<file path="src/board_test_pkg.sv">
// register map, sizes and shared structs for the board memory test
package board_test_pkg;

    typedef logic [7:0] reg_addr_t;
    typedef logic [7:0] reg_data_t;

    localparam int SRAM_ADDR_W    = 19;
    localparam int SRAM_DATA_W    = 16;
    localparam int SRAM_PAGE_BITS = 4;  // low address bits per top-address step
    localparam int HEARTBEAT_BITS = 25;
    localparam int RUNS_W         = 32;

    // register map
    localparam reg_addr_t ADDR_SRAM_CTRL   = 8'h00; // bit0 tester enable
    localparam reg_addr_t ADDR_TOP_ADDR    = 8'h01;
    localparam reg_addr_t ADDR_WRITE_WAIT1 = 8'h02;
    localparam reg_addr_t ADDR_WRITE_WAIT2 = 8'h03;
    localparam reg_addr_t ADDR_READ_WAIT   = 8'h04;
    localparam reg_addr_t ADDR_SRAM_STATUS = 8'h05; // read only: pass, fail, busy
    localparam reg_addr_t ADDR_RUNS0       = 8'h08; // run count, lsb first
    localparam reg_addr_t ADDR_RUNS1       = 8'h09;
    localparam reg_addr_t ADDR_RUNS2       = 8'h0A;
    localparam reg_addr_t ADDR_RUNS3       = 8'h0B;
    localparam reg_addr_t ADDR_LED_CTRL    = 8'h10; // bit0 test mode, bit1 flash all
    localparam reg_addr_t ADDR_TEST_LEDS   = 8'h11;
    localparam reg_addr_t ADDR_DIPS        = 8'h12; // read only
    localparam reg_addr_t ADDR_USER_LED    = 8'h13;

    // tester configuration from the register block
    typedef struct packed {
        logic       enable;
        logic [7:0] top_addr;
        logic [7:0] write_wait1;
        logic [7:0] write_wait2;
        logic [7:0] read_wait;
    } sram_cfg_t;

    typedef struct packed {
        logic              pass;
        logic              fail;  // sticky until next enable
        logic              busy;
        logic [RUNS_W-1:0] runs;
    } sram_status_t;

    // SRAM pins, data bus split so no tristate in the core
    typedef struct packed {
        logic [SRAM_ADDR_W-1:0] addr;
        logic [SRAM_DATA_W-1:0] dq_out;
        logic                   dq_oe;
        logic                   ce_n;
        logic                   we_n;
        logic                   oe_n;
        logic                   lb_n;
        logic                   ub_n;
    } sram_pins_t;

    typedef struct packed {
        logic       test_mode;
        logic       flash_all;
        logic [7:0] test_leds;
        logic       user_led;
    } led_cfg_t;

endpackage

</file>
<file path="src/test_reg_block.sv">
// byte register file: tester and LED configuration, status readback
module test_reg_block (
    input  logic                          ext_clk,
    input  logic                          rst_i,
    input  board_test_pkg::reg_addr_t     reg_addr_i,
    input  board_test_pkg::reg_data_t     reg_wdata_i,
    input  logic                          reg_write_i,
    input  logic                          reg_read_i,
    output board_test_pkg::reg_data_t     reg_rdata_o,
    input  logic [7:0]                    dips_i,
    input  board_test_pkg::sram_status_t  sram_status_i,
    output board_test_pkg::sram_cfg_t     sram_cfg_o,
    output board_test_pkg::led_cfg_t      led_cfg_o
);

    board_test_pkg::sram_cfg_t sram_cfg_q;
    board_test_pkg::led_cfg_t  led_cfg_q;
    board_test_pkg::reg_data_t rd_sel;   // value at the current address
    board_test_pkg::reg_data_t rdata_q;

    // write decode
    always_ff @(posedge ext_clk) begin
        if (rst_i) begin
            sram_cfg_q <= '0;
            led_cfg_q  <= '0;
        end else if (reg_write_i) begin
            case (reg_addr_i)
                board_test_pkg::ADDR_SRAM_CTRL:   sram_cfg_q.enable      <= reg_wdata_i[0];
                board_test_pkg::ADDR_TOP_ADDR:    sram_cfg_q.top_addr    <= reg_wdata_i;
                board_test_pkg::ADDR_WRITE_WAIT1: sram_cfg_q.write_wait1 <= reg_wdata_i;
                board_test_pkg::ADDR_WRITE_WAIT2: sram_cfg_q.write_wait2 <= reg_wdata_i;
                board_test_pkg::ADDR_READ_WAIT:   sram_cfg_q.read_wait   <= reg_wdata_i;
                board_test_pkg::ADDR_LED_CTRL: begin
                    led_cfg_q.test_mode <= reg_wdata_i[0];
                    led_cfg_q.flash_all <= reg_wdata_i[1];
                end
                board_test_pkg::ADDR_TEST_LEDS:   led_cfg_q.test_leds    <= reg_wdata_i;
                board_test_pkg::ADDR_USER_LED:    led_cfg_q.user_led     <= reg_wdata_i[0];
                default: ;                        // read-only or unmapped
            endcase
        end
    end

    // read mux
    always_comb begin
        rd_sel = '0;
        case (reg_addr_i)
            board_test_pkg::ADDR_SRAM_CTRL:   rd_sel = {7'b0, sram_cfg_q.enable};
            board_test_pkg::ADDR_TOP_ADDR:    rd_sel = sram_cfg_q.top_addr;
            board_test_pkg::ADDR_WRITE_WAIT1: rd_sel = sram_cfg_q.write_wait1;
            board_test_pkg::ADDR_WRITE_WAIT2: rd_sel = sram_cfg_q.write_wait2;
            board_test_pkg::ADDR_READ_WAIT:   rd_sel = sram_cfg_q.read_wait;
            board_test_pkg::ADDR_SRAM_STATUS: begin
                rd_sel = {5'b0, sram_status_i.busy, sram_status_i.fail, sram_status_i.pass};
            end
            board_test_pkg::ADDR_RUNS0:       rd_sel = sram_status_i.runs[7:0];
            board_test_pkg::ADDR_RUNS1:       rd_sel = sram_status_i.runs[15:8];
            board_test_pkg::ADDR_RUNS2:       rd_sel = sram_status_i.runs[23:16];
            board_test_pkg::ADDR_RUNS3:       rd_sel = sram_status_i.runs[31:24];
            board_test_pkg::ADDR_LED_CTRL: begin
                rd_sel = {6'b0, led_cfg_q.flash_all, led_cfg_q.test_mode};
            end
            board_test_pkg::ADDR_TEST_LEDS:   rd_sel = led_cfg_q.test_leds;
            board_test_pkg::ADDR_DIPS:        rd_sel = dips_i;
            board_test_pkg::ADDR_USER_LED:    rd_sel = {7'b0, led_cfg_q.user_led};
            default:                          rd_sel = '0;
        endcase
    end

    // read data held until the next read strobe
    always_ff @(posedge ext_clk) begin
        if (rst_i) begin
            rdata_q <= '0;
        end else if (reg_read_i) begin
            rdata_q <= rd_sel;
        end
    end

    assign reg_rdata_o = rdata_q;
    assign sram_cfg_o  = sram_cfg_q;
    assign led_cfg_o   = led_cfg_q;

endmodule

</file>
<file path="src/sram_rwtest.sv">
// SRAM write/read-back tester FSM with pattern check and run counter
module sram_rwtest (
    input  logic                                    ext_clk,
    input  logic                                    rst_i,
    input  board_test_pkg::sram_cfg_t               cfg_i,
    output board_test_pkg::sram_status_t            status_o,
    output board_test_pkg::sram_pins_t              sram_o,
    input  logic [board_test_pkg::SRAM_DATA_W-1:0]  sram_dq_i
);

    typedef logic [board_test_pkg::SRAM_ADDR_W-1:0] sram_addr_t;

    typedef enum logic [2:0] {
        ST_IDLE,
        ST_WR_SETUP,   // addr/data valid, we_n high
        ST_WR_STROBE,  // we_n low
        ST_READ,       // oe_n low, sample on last cycle
        ST_NEXT        // word boundary
    } state_t;

    state_t                                  state;
    logic [7:0]                              wait_cnt;
    sram_addr_t                              addr;
    sram_addr_t                              last_addr;
    logic                                    read_phase;
    logic                                    en_q;
    logic                                    start_req;  // rise seen, not yet taken
    logic                                    start_now;
    logic                                    access;
    logic                                    pass;
    logic                                    fail;
    logic [board_test_pkg::RUNS_W-1:0]       runs;
    logic [board_test_pkg::SRAM_DATA_W-1:0]  pattern;

    assign last_addr = sram_addr_t'({cfg_i.top_addr, {board_test_pkg::SRAM_PAGE_BITS{1'b1}}});
    // odd runs use the inverted pattern
    assign pattern   = addr[board_test_pkg::SRAM_DATA_W-1:0]
                       ^ {board_test_pkg::SRAM_DATA_W{runs[0]}};
    assign start_now = start_req | (cfg_i.enable & ~en_q);

    always_ff @(posedge ext_clk) begin
        if (rst_i) begin
            state      <= ST_IDLE;
            wait_cnt   <= '0;
            addr       <= '0;
            read_phase <= 1'b0;
            en_q       <= 1'b0;
            start_req  <= 1'b0;
            pass       <= 1'b0;
            fail       <= 1'b0;
            runs       <= '0;
        end else begin
            en_q <= cfg_i.enable;
            if (cfg_i.enable & ~en_q) begin
                start_req <= 1'b1;
            end
            if ((state == ST_IDLE || state == ST_NEXT) && start_now) begin
                start_req  <= 1'b0;     // restart clears results
                pass       <= 1'b0;
                fail       <= 1'b0;
                runs       <= '0;
                addr       <= '0;
                read_phase <= 1'b0;
                wait_cnt   <= '0;
                state      <= ST_WR_SETUP;
            end else begin
                case (state)
                    ST_WR_SETUP: begin
                        if (wait_cnt == cfg_i.write_wait1) begin
                            wait_cnt <= '0;
                            state    <= ST_WR_STROBE;
                        end else begin
                            wait_cnt <= wait_cnt + 8'd1;
                        end
                    end
                    ST_WR_STROBE: begin
                        if (wait_cnt == cfg_i.write_wait2) begin
                            wait_cnt <= '0;
                            state    <= ST_NEXT;
                        end else begin
                            wait_cnt <= wait_cnt + 8'd1;
                        end
                    end
                    ST_READ: begin
                        if (wait_cnt == cfg_i.read_wait) begin
                            wait_cnt <= '0;
                            state    <= ST_NEXT;
                            if (sram_dq_i != pattern) begin
                                fail <= 1'b1;
                            end
                        end else begin
                            wait_cnt <= wait_cnt + 8'd1;
                        end
                    end
                    ST_NEXT: begin
                        if (!cfg_i.enable) begin
                            state <= ST_IDLE;
                        end else if (addr != last_addr) begin
                            addr  <= addr + 1'b1;
                            state <= read_phase ? ST_READ : ST_WR_SETUP;
                        end else if (!read_phase) begin
                            addr       <= '0;       // switch to read-back
                            read_phase <= 1'b1;
                            state      <= ST_READ;
                        end else begin
                            addr       <= '0;       // run done
                            read_phase <= 1'b0;
                            runs       <= runs + 1'b1;
                            if (!fail) begin
                                pass <= 1'b1;
                            end
                            state <= ST_WR_SETUP;
                        end
                    end
                    default: state <= ST_IDLE;
                endcase
            end
        end
    end

    assign access = (state == ST_WR_SETUP) || (state == ST_WR_STROBE) || (state == ST_READ);

    always_comb begin
        sram_o.addr   = addr;
        sram_o.dq_out = pattern;
        sram_o.dq_oe  = (state == ST_WR_SETUP) || (state == ST_WR_STROBE);
        sram_o.ce_n   = ~access;
        sram_o.we_n   = (state != ST_WR_STROBE);
        sram_o.oe_n   = (state != ST_READ);
        sram_o.lb_n   = ~access;    // both bytes on every access
        sram_o.ub_n   = ~access;
    end

    assign status_o.pass = pass;
    assign status_o.fail = fail;
    assign status_o.busy = (state != ST_IDLE);
    assign status_o.runs = runs;

endmodule

</file>
<file path="src/led_status.sv">
// heartbeat counter and user LED source select
module led_status (
    input  logic                          ext_clk,
    input  logic                          rst_i,
    input  board_test_pkg::led_cfg_t      led_cfg_i,
    input  board_test_pkg::sram_status_t  sram_status_i,
    output logic [7:0]                    usrled_o
);

    logic [board_test_pkg::HEARTBEAT_BITS-1:0] heartbeat;

    always_ff @(posedge ext_clk) begin
        if (rst_i) begin
            heartbeat <= '0;
        end else begin
            heartbeat <= heartbeat + 1'b1;
        end
    end

    always_comb begin
        if (led_cfg_i.test_mode) begin
            if (led_cfg_i.flash_all) begin
                usrled_o = {8{heartbeat[board_test_pkg::HEARTBEAT_BITS-2]}}; // fast blink
            end else begin
                usrled_o = led_cfg_i.test_leds;
            end
        end else begin
            usrled_o = {2'b00,
                        rst_i,
                        sram_status_i.pass,
                        sram_status_i.fail,
                        led_cfg_i.user_led,
                        sram_status_i.busy,
                        heartbeat[board_test_pkg::HEARTBEAT_BITS-1]};  // slow blink on bit 0
        end
    end

endmodule

</file>
<file path="src/board_test_top.sv">
// top level: register block, SRAM tester and LED driver
module board_test_top (
    input  logic                                    ext_clk,
    input  logic                                    rst_i,
    input  board_test_pkg::reg_addr_t               reg_addr_i,
    input  board_test_pkg::reg_data_t               reg_wdata_i,
    input  logic                                    reg_write_i,
    input  logic                                    reg_read_i,
    output board_test_pkg::reg_data_t               reg_rdata_o,
    input  logic [7:0]                              usrdip_i,
    output board_test_pkg::sram_pins_t              sram_o,
    input  logic [board_test_pkg::SRAM_DATA_W-1:0]  sram_dq_i,
    output logic [7:0]                              usrled_o
);

    board_test_pkg::sram_cfg_t    sram_cfg;
    board_test_pkg::sram_status_t sram_status;
    board_test_pkg::led_cfg_t     led_cfg;

    test_reg_block u_reg_block (
        .ext_clk        (ext_clk),
        .rst_i          (rst_i),
        .reg_addr_i     (reg_addr_i),
        .reg_wdata_i    (reg_wdata_i),
        .reg_write_i    (reg_write_i),
        .reg_read_i     (reg_read_i),
        .reg_rdata_o    (reg_rdata_o),
        .dips_i         (usrdip_i),
        .sram_status_i  (sram_status),
        .sram_cfg_o     (sram_cfg),
        .led_cfg_o      (led_cfg)
    );

    sram_rwtest u_sram_test (
        .ext_clk        (ext_clk),
        .rst_i          (rst_i),
        .cfg_i          (sram_cfg),
        .status_o       (sram_status),
        .sram_o         (sram_o),
        .sram_dq_i      (sram_dq_i)
    );

    led_status u_led_status (
        .ext_clk        (ext_clk),
        .rst_i          (rst_i),
        .led_cfg_i      (led_cfg),
        .sram_status_i  (sram_status),
        .usrled_o       (usrled_o)
    );

endmodule

</file>
<file path="config.mk">
export PLATFORM = sky130hd
export DESIGN_NAME = board_test_top
export DESIGN_NICKNAME = d
export VERILOG_FILES = /design/src/board_test_pkg.sv /design/src/test_reg_block.sv /design/src/sram_rwtest.sv /design/src/led_status.sv /design/src/board_test_top.sv
export SDC_FILE = /design/constraint.sdc
export NUM_CORES = 1
export LEC_CHECK = 0
export BUFFER_PORTS_ARGS = -buffer_cell sky130_fd_sc_hd__buf_2
export CAP_MARGIN = 20
export CORE_AREA = 2 2 119 167
export DETAILED_ROUTE_END_ITERATION = 10
export DIE_AREA = 0 0 121 169
export PLACE_DENSITY = 0.68
export SETUP_SLACK_MARGIN = 0.5
export SLEW_MARGIN = 20
export SYNTH_ARGS = -nofsm -noshare
export SYNTH_HDL_FRONTEND = slang
export SYNTH_HIERARCHICAL = 1
export SYNTH_SLANG_ARGS = --single-unit
</file>
<file path="constraint.sdc">
create_clock -name ext_clk -period 2.8 [get_ports ext_clk]
set_input_delay 0.14 -clock ext_clk [delete_from_list [all_inputs] [get_ports ext_clk]]
set_output_delay 0.14 -clock ext_clk [all_outputs]
set_load 0.01 [all_outputs]
</file>
Word-level counts from Yosys, hierarchy flattened

Index checks and enable logic that the tools add are counted.

Register bits: 144
Bits of input ports: 44
Word-level logic and storage cells: 104

Add/sub/neg operators: 4
Equal/unequal tests: 30
Muxes and demuxes: 18
Bitwise logic cells: 7
Reduce and logical (&&, ||, !) cells: 24

Operators with widths:

| operator                                                        | number |
|---|---|
| 8-bit case mux with 14 select lines                             | 1 |
| 8-bit two-way mux                                               | 5 |
| 32-bit by 1-bit adder with 32-bit output, second input constant | 1 |
| 8-bit by 4-bit == test with 1-bit output, second input constant | 4 |
| 8-bit by 5-bit == test with 1-bit output, second input constant | 4 |
| 25-bit by 1-bit adder with 25-bit output, second input constant | 1 |
| 8-bit == test                                                   | 3 |
| 8-bit case mux with 3 select lines                              | 1 |
| 19-bit by 1-bit adder with 19-bit output, second input constant | 1 |
| 19-bit two-way mux                                              | 1 |
| 19-bit by 12-bit != test with 1-bit output                      | 1 |
| 2-bit AND reduction                                             | 9 |
| 8-bit by 2-bit == test with 1-bit output, second input constant | 2 |
| 8-bit by 3-bit == test with 1-bit output, second input constant | 2 |
| 16-bit != test                                                  | 1 |
| 16-bit bitwise XOR                                              | 1 |
| 3-bit two-way mux                                               | 5 |
| 3-bit case mux with 4 select lines                              | 1 |
| 3-bit AND reduction                                             | 4 |
| 3-bit by 1-bit != test with 1-bit output, second input constant | 3 |
| 8-bit by 1-bit adder with 8-bit output, second input constant   | 1 |
| 8-bit by 1-bit == test with 1-bit output, second input constant | 1 |
| 8-bit zero test                                                 | 1 |
| 3-bit by 2-bit == test with 1-bit output, second input constant | 2 |
| 16 further kinds                                                | 27 |

Logic depth before layout (Yosys ltp)

Depth in word-level cells: 6
Gate-level depth with buffers: 8
Depth with buffers taken out: 6

Modules after synthesis

Netlist, hierarchy kept.

Modules (own cells, without submodules):

| module         | times used | cells an instance | area each (um2) |
|---|---|---|---|
| sram_rwtest    | 1          | 498               | 4,098.9 |
| test_reg_block | 1          | 312               | 2,871.5 |
| led_status     | 1          | 151               | 1,255.0 |

Worst setup path before layout

No wires, ideal clock.

Path kind: flip-flop to flip-flop
From: register u_sram_test.addr[0]
To: register u_sram_test/runs[26] in the netlist's numbering
Setup time: 0.070 ns
Arrival time: 2.050 ns
Setup slack: 0.679 ns
Stages on the path, launching flop included: 8
Period minus slack after synthesis: 2.121 ns
Path through: dfxtp_1 > ha_1 > nor4b_1 > and4_1 > nand4_4 > buf_6 > or4_1 > a21oi_1

Word-level cells in the longest chain between the ends: 3

Ends and longest elaborated chain:

| element                                    | line               | RTL |
|---|---|---|
| from (decl)                                | sram_rwtest.sv:23  | `sram_addr_t addr;` |
| from (signal assigned)                     | sram_rwtest.sv:99  | `addr <= addr + 1'b1;` |
| 19-bit by 12-bit != test with 1-bit output | sram_rwtest.sv:98  | `end else if (addr != last_addr) begin` |
| 1-bit inverter (no line)                   | -                  |  |
| 4-bit AND reduction (no line)              | -                  |  |
| to (signal assigned)                       | sram_rwtest.sv:108 | `runs <= runs + 1'b1;` |
| to (decl)                                  | sram_rwtest.sv:32  | `logic [board_test_pkg::RUNS_W-1:0] runs;` |

No other way between the ends.
A chain may end at the register's enable or synchronous reset.

Worst setup path after layout

From: register u_sram_test.addr[14]
To: register u_sram_test/runs[25] in the netlist's numbering

Same word-level chain as after synthesis.

==> results.cfg <==
[floorplanning]
die-area_um2 = 20400
io_pins = 101
initial_core_util_pct = 43.3
chipWidth_um = 121
core-area_um2 = 19000
die_h_um = 169
rows = 60

[clock_network]
clock_sinks = 144
cts.clk_slew.worst_paths_ns = 0.06
clk_latency_ns = 0.43
cts_tree = done
cts-root-buf = clkbuf_16
cts.htree.levels = 4
cts_buffers = 17
clk_path_buf_depth = 2

[route]
drc = 0
drt_iter0_drc = 729
routed_wl_um = 24400
via_count = 7806
first_pass_iters = 6
drt.antenna.violating_nets = 0
via_per_inst = 6.00
wl_per_cell_um = 18.8

[power_and_ir_drop]
p_leak_uw = 0.00392
ir_drop_mv = 0.418
power.total_uw = 4440
powerDensity_nw_per_um2 = 464
p_comb_share_pct = 4.6
swShare_pct = 23.7
p_int_uw = 3390
p_sw_uw = 1050
clockPowerShare_pct = 49.1
seqPwrFrac_pct = 46.3

[global_routing]
grt_pass1_vias = 7183
grtUsageTotal_pct = 23.6
antenna_found_initial = 0
grt_overflow_total = 0
grt_first_pass_wirelength_um = 38300
grt_max_degree = 83

[critical_path]
critPathLaunchType = flip-flop
crit_type = reg -> reg
cp.arrival_ns = 2.50
endpoint_kind = flip-flop
crit_fanout = 11
cp_data_required_time_ns = 3.10
r2r_slack_ns = 0.60

[timing]
fin_setup_tns_ns = 0
hold_ws_ns = 0.0375
layout_setup_ws_ns = 0.598
slew_viol_final = 0
finClkSkew_ns = 0.00800
tightest_slew_ns = 0.832
finalHoldViolCount = 0
max_freq_mhz = 454
finalCritPeriodShare_pct = 78.6
layout_min_cycle_time_ns = 2.20
setup_viol = 0
slew_headroom_pct = 44.0
rsz0062_at_grt = no

[place]
dp_hpwl_um = 16900
place.gp.congestion = 0.893
place_ws_ns = 0.238
place_area_um2 = 8890
port_buffers = 100

[synthesis]
syn-num-nets = 1009
synth_area_leaders = dfxtp_1 35%, mux2i_1 6.4%, xor2_1 6.2%
synth_compound_area_share_pct = 13.8
synthMuxAreaShare_pct = 8.09
synth_seq_area_share_pct = 35.0
postSynthCellCount = 961
synthFlopType = dfxtp_1
syn_area_um2 = 8230
synth_edf_count = 0
yosys.area.top_type_share_pct = 35.0
synth_cell_types = 67
synthAdderAreaFrac_pct = 0.608
avgSynthCellArea_um2 = 8.56
synth-seq-cells = 144
synth_top_area_cell = dfxtp_1
ys_warn_count = 6
synth_top_family_by_area = simple AND/OR/NAND/NOR gates
synth_simple_gate_area_share_pct = 26.4
yosys.area_share.xor_xnor_pct = 10.8
synthArstFlopShare_pct = 0

[layout]
register_area_um2 = 2880
layout-drive-gt1-share_pct = 19.5
multiInputGateArea_um2 = 5000
n_antenna_cell = 0
final_area_um2 = 9570
layout_common_cells = 143 x dfxtp_1, 100 x buf_2, 99 x nor2_1
syn_to_final_growth_pct = 16.4
nets = 1087
final_common_cell = dfxtp_1
fillers = 1833

[worst_hold_path]
hold_class = in -> reg

[run_status]
status = completed

[job]
max_cap_viol_count = 0
==> Yosys cell counts (all sizes together), types with 2 or more instances <==
library cell	count
mux2	8
inv	16
a31oi	4
nor4b	3
a211oi	2
nor4	19
nor2	99
mux2i	53
a21o	3
or4	26
o21ai	25
buf	31
nand4	48
xor2	58
and3	16
or3	16
a32o	3
a21oi	67
mux4	2
o22ai	5
and4	15
xnor2	43
or3b	2
nand2b	4
ha	4
and2	7
a221oi	10
nand3	41
a22o	7
dfxtp	144
nand2	55
nor2b	12
o221ai	4
nor3	20
o31ai	27
clkbuf	44
a22oi	4
==> layout make-up <==
class	count	area share, %
Clock buffer	20	4.77
Clock inverter	12	1.18
Inverter	17	0.666
Multi-Input combinational cell	728	52.2
Sequential cell	144	30.1
Tap cell	248	3.24
Timing Repair Buffer	131	7.79
==> cells by family (layout without fill, tap and decap cells) <==
kind of cell | count (synthesis) | count (layout)
simple gates | 385 | 388
mux | 63 | 63
flops | 144 | 144
xor+xnor | 101 | 101
compound gates | 172 | 172
fa+ha+maj | 4 | 4
buf+inv | 92 | 180
==> repair_timing <==
item,4_1_cts,5_1_grt
pin swaps,3,4
hold buffers,0,0
setup endpoints to repair,23,28
gates cloned,2,1
gates resized for setup,5,8
buffers inserted,1,2
==> registers in the layout (all words and copies together) (netlist names) <==
name	count
u_reg_block/reg_rdata_o	8
u_sram_test/read_phase	1
u_sram_test/fail	1
u_sram_test/wait_cnt	8
u_sram_test/addr	19
u_reg_block/led_cfg_o	11
u_sram_test/runs	32
u_reg_block/sram_cfg_o	33
u_led_status/heartbeat	25
u_sram_test/pass	1
u_sram_test/en_q	1
u_sram_test/state	3
u_sram_test/start_req	1
==> worst max-delay path, stage by stage (launching register included) <==
cell	delay [ns]
dfxtp_1	0.40
nor4_1	0.39
and4_4	0.39
buf_4	0.14
nand4_2	0.29
o31ai_1	0.36
a21oi_1	0.10
==> per-layer routing <==
layer	vias up	track usage, %	part of all wire [%]
li1	3671	-	-
met1	3769	29.1	42
met2	313	40.0	49
met3	53	4.45	6.2
met4	0	9.71	3.0
met5	-	0	0
==> worst paths after layout <==
path / to / cells after the start / from
setup reg to reg: u_sram_test/runs[25] / 6 / u_sram_test/addr[14]
hold reg to reg: u_led_status/heartbeat[0] / 1 / u_led_status/heartbeat[0]
setup / recovery: u_sram_test/runs[25] / 6 / u_sram_test/addr[14]
hold / removal: u_reg_block/sram_cfg_o[14] / 3 / reg_wdata_i[6]
==> power by group through the flow <==
stage                     clock [uW]  combinational [uW]  sequential (uW)
after floorplan                    0                 113             2100
after detailed placement           0                 200             2100
after CTS                       2220                 202             2060
after global placement             0                 200             2100
final                           2180                 205             2060
after global routing            2290                 218             2060
==> per-stage QoR <==
| stage | cells | utilization, % |
|---|---|---|
| 6_report | 1300 | 50.4 |
| 5_1_grt | 1300 | 50.4 |
| 4_1_cts | 1297 | 50.1 |
| 3_5_place_dp | 1262 | 46.8 |
| 3_3_place_gp | 1262 | 46.8 |
| 2_1_floorplan | 961 | - |
No activity file was read; power rests on OpenSTA's default activity.
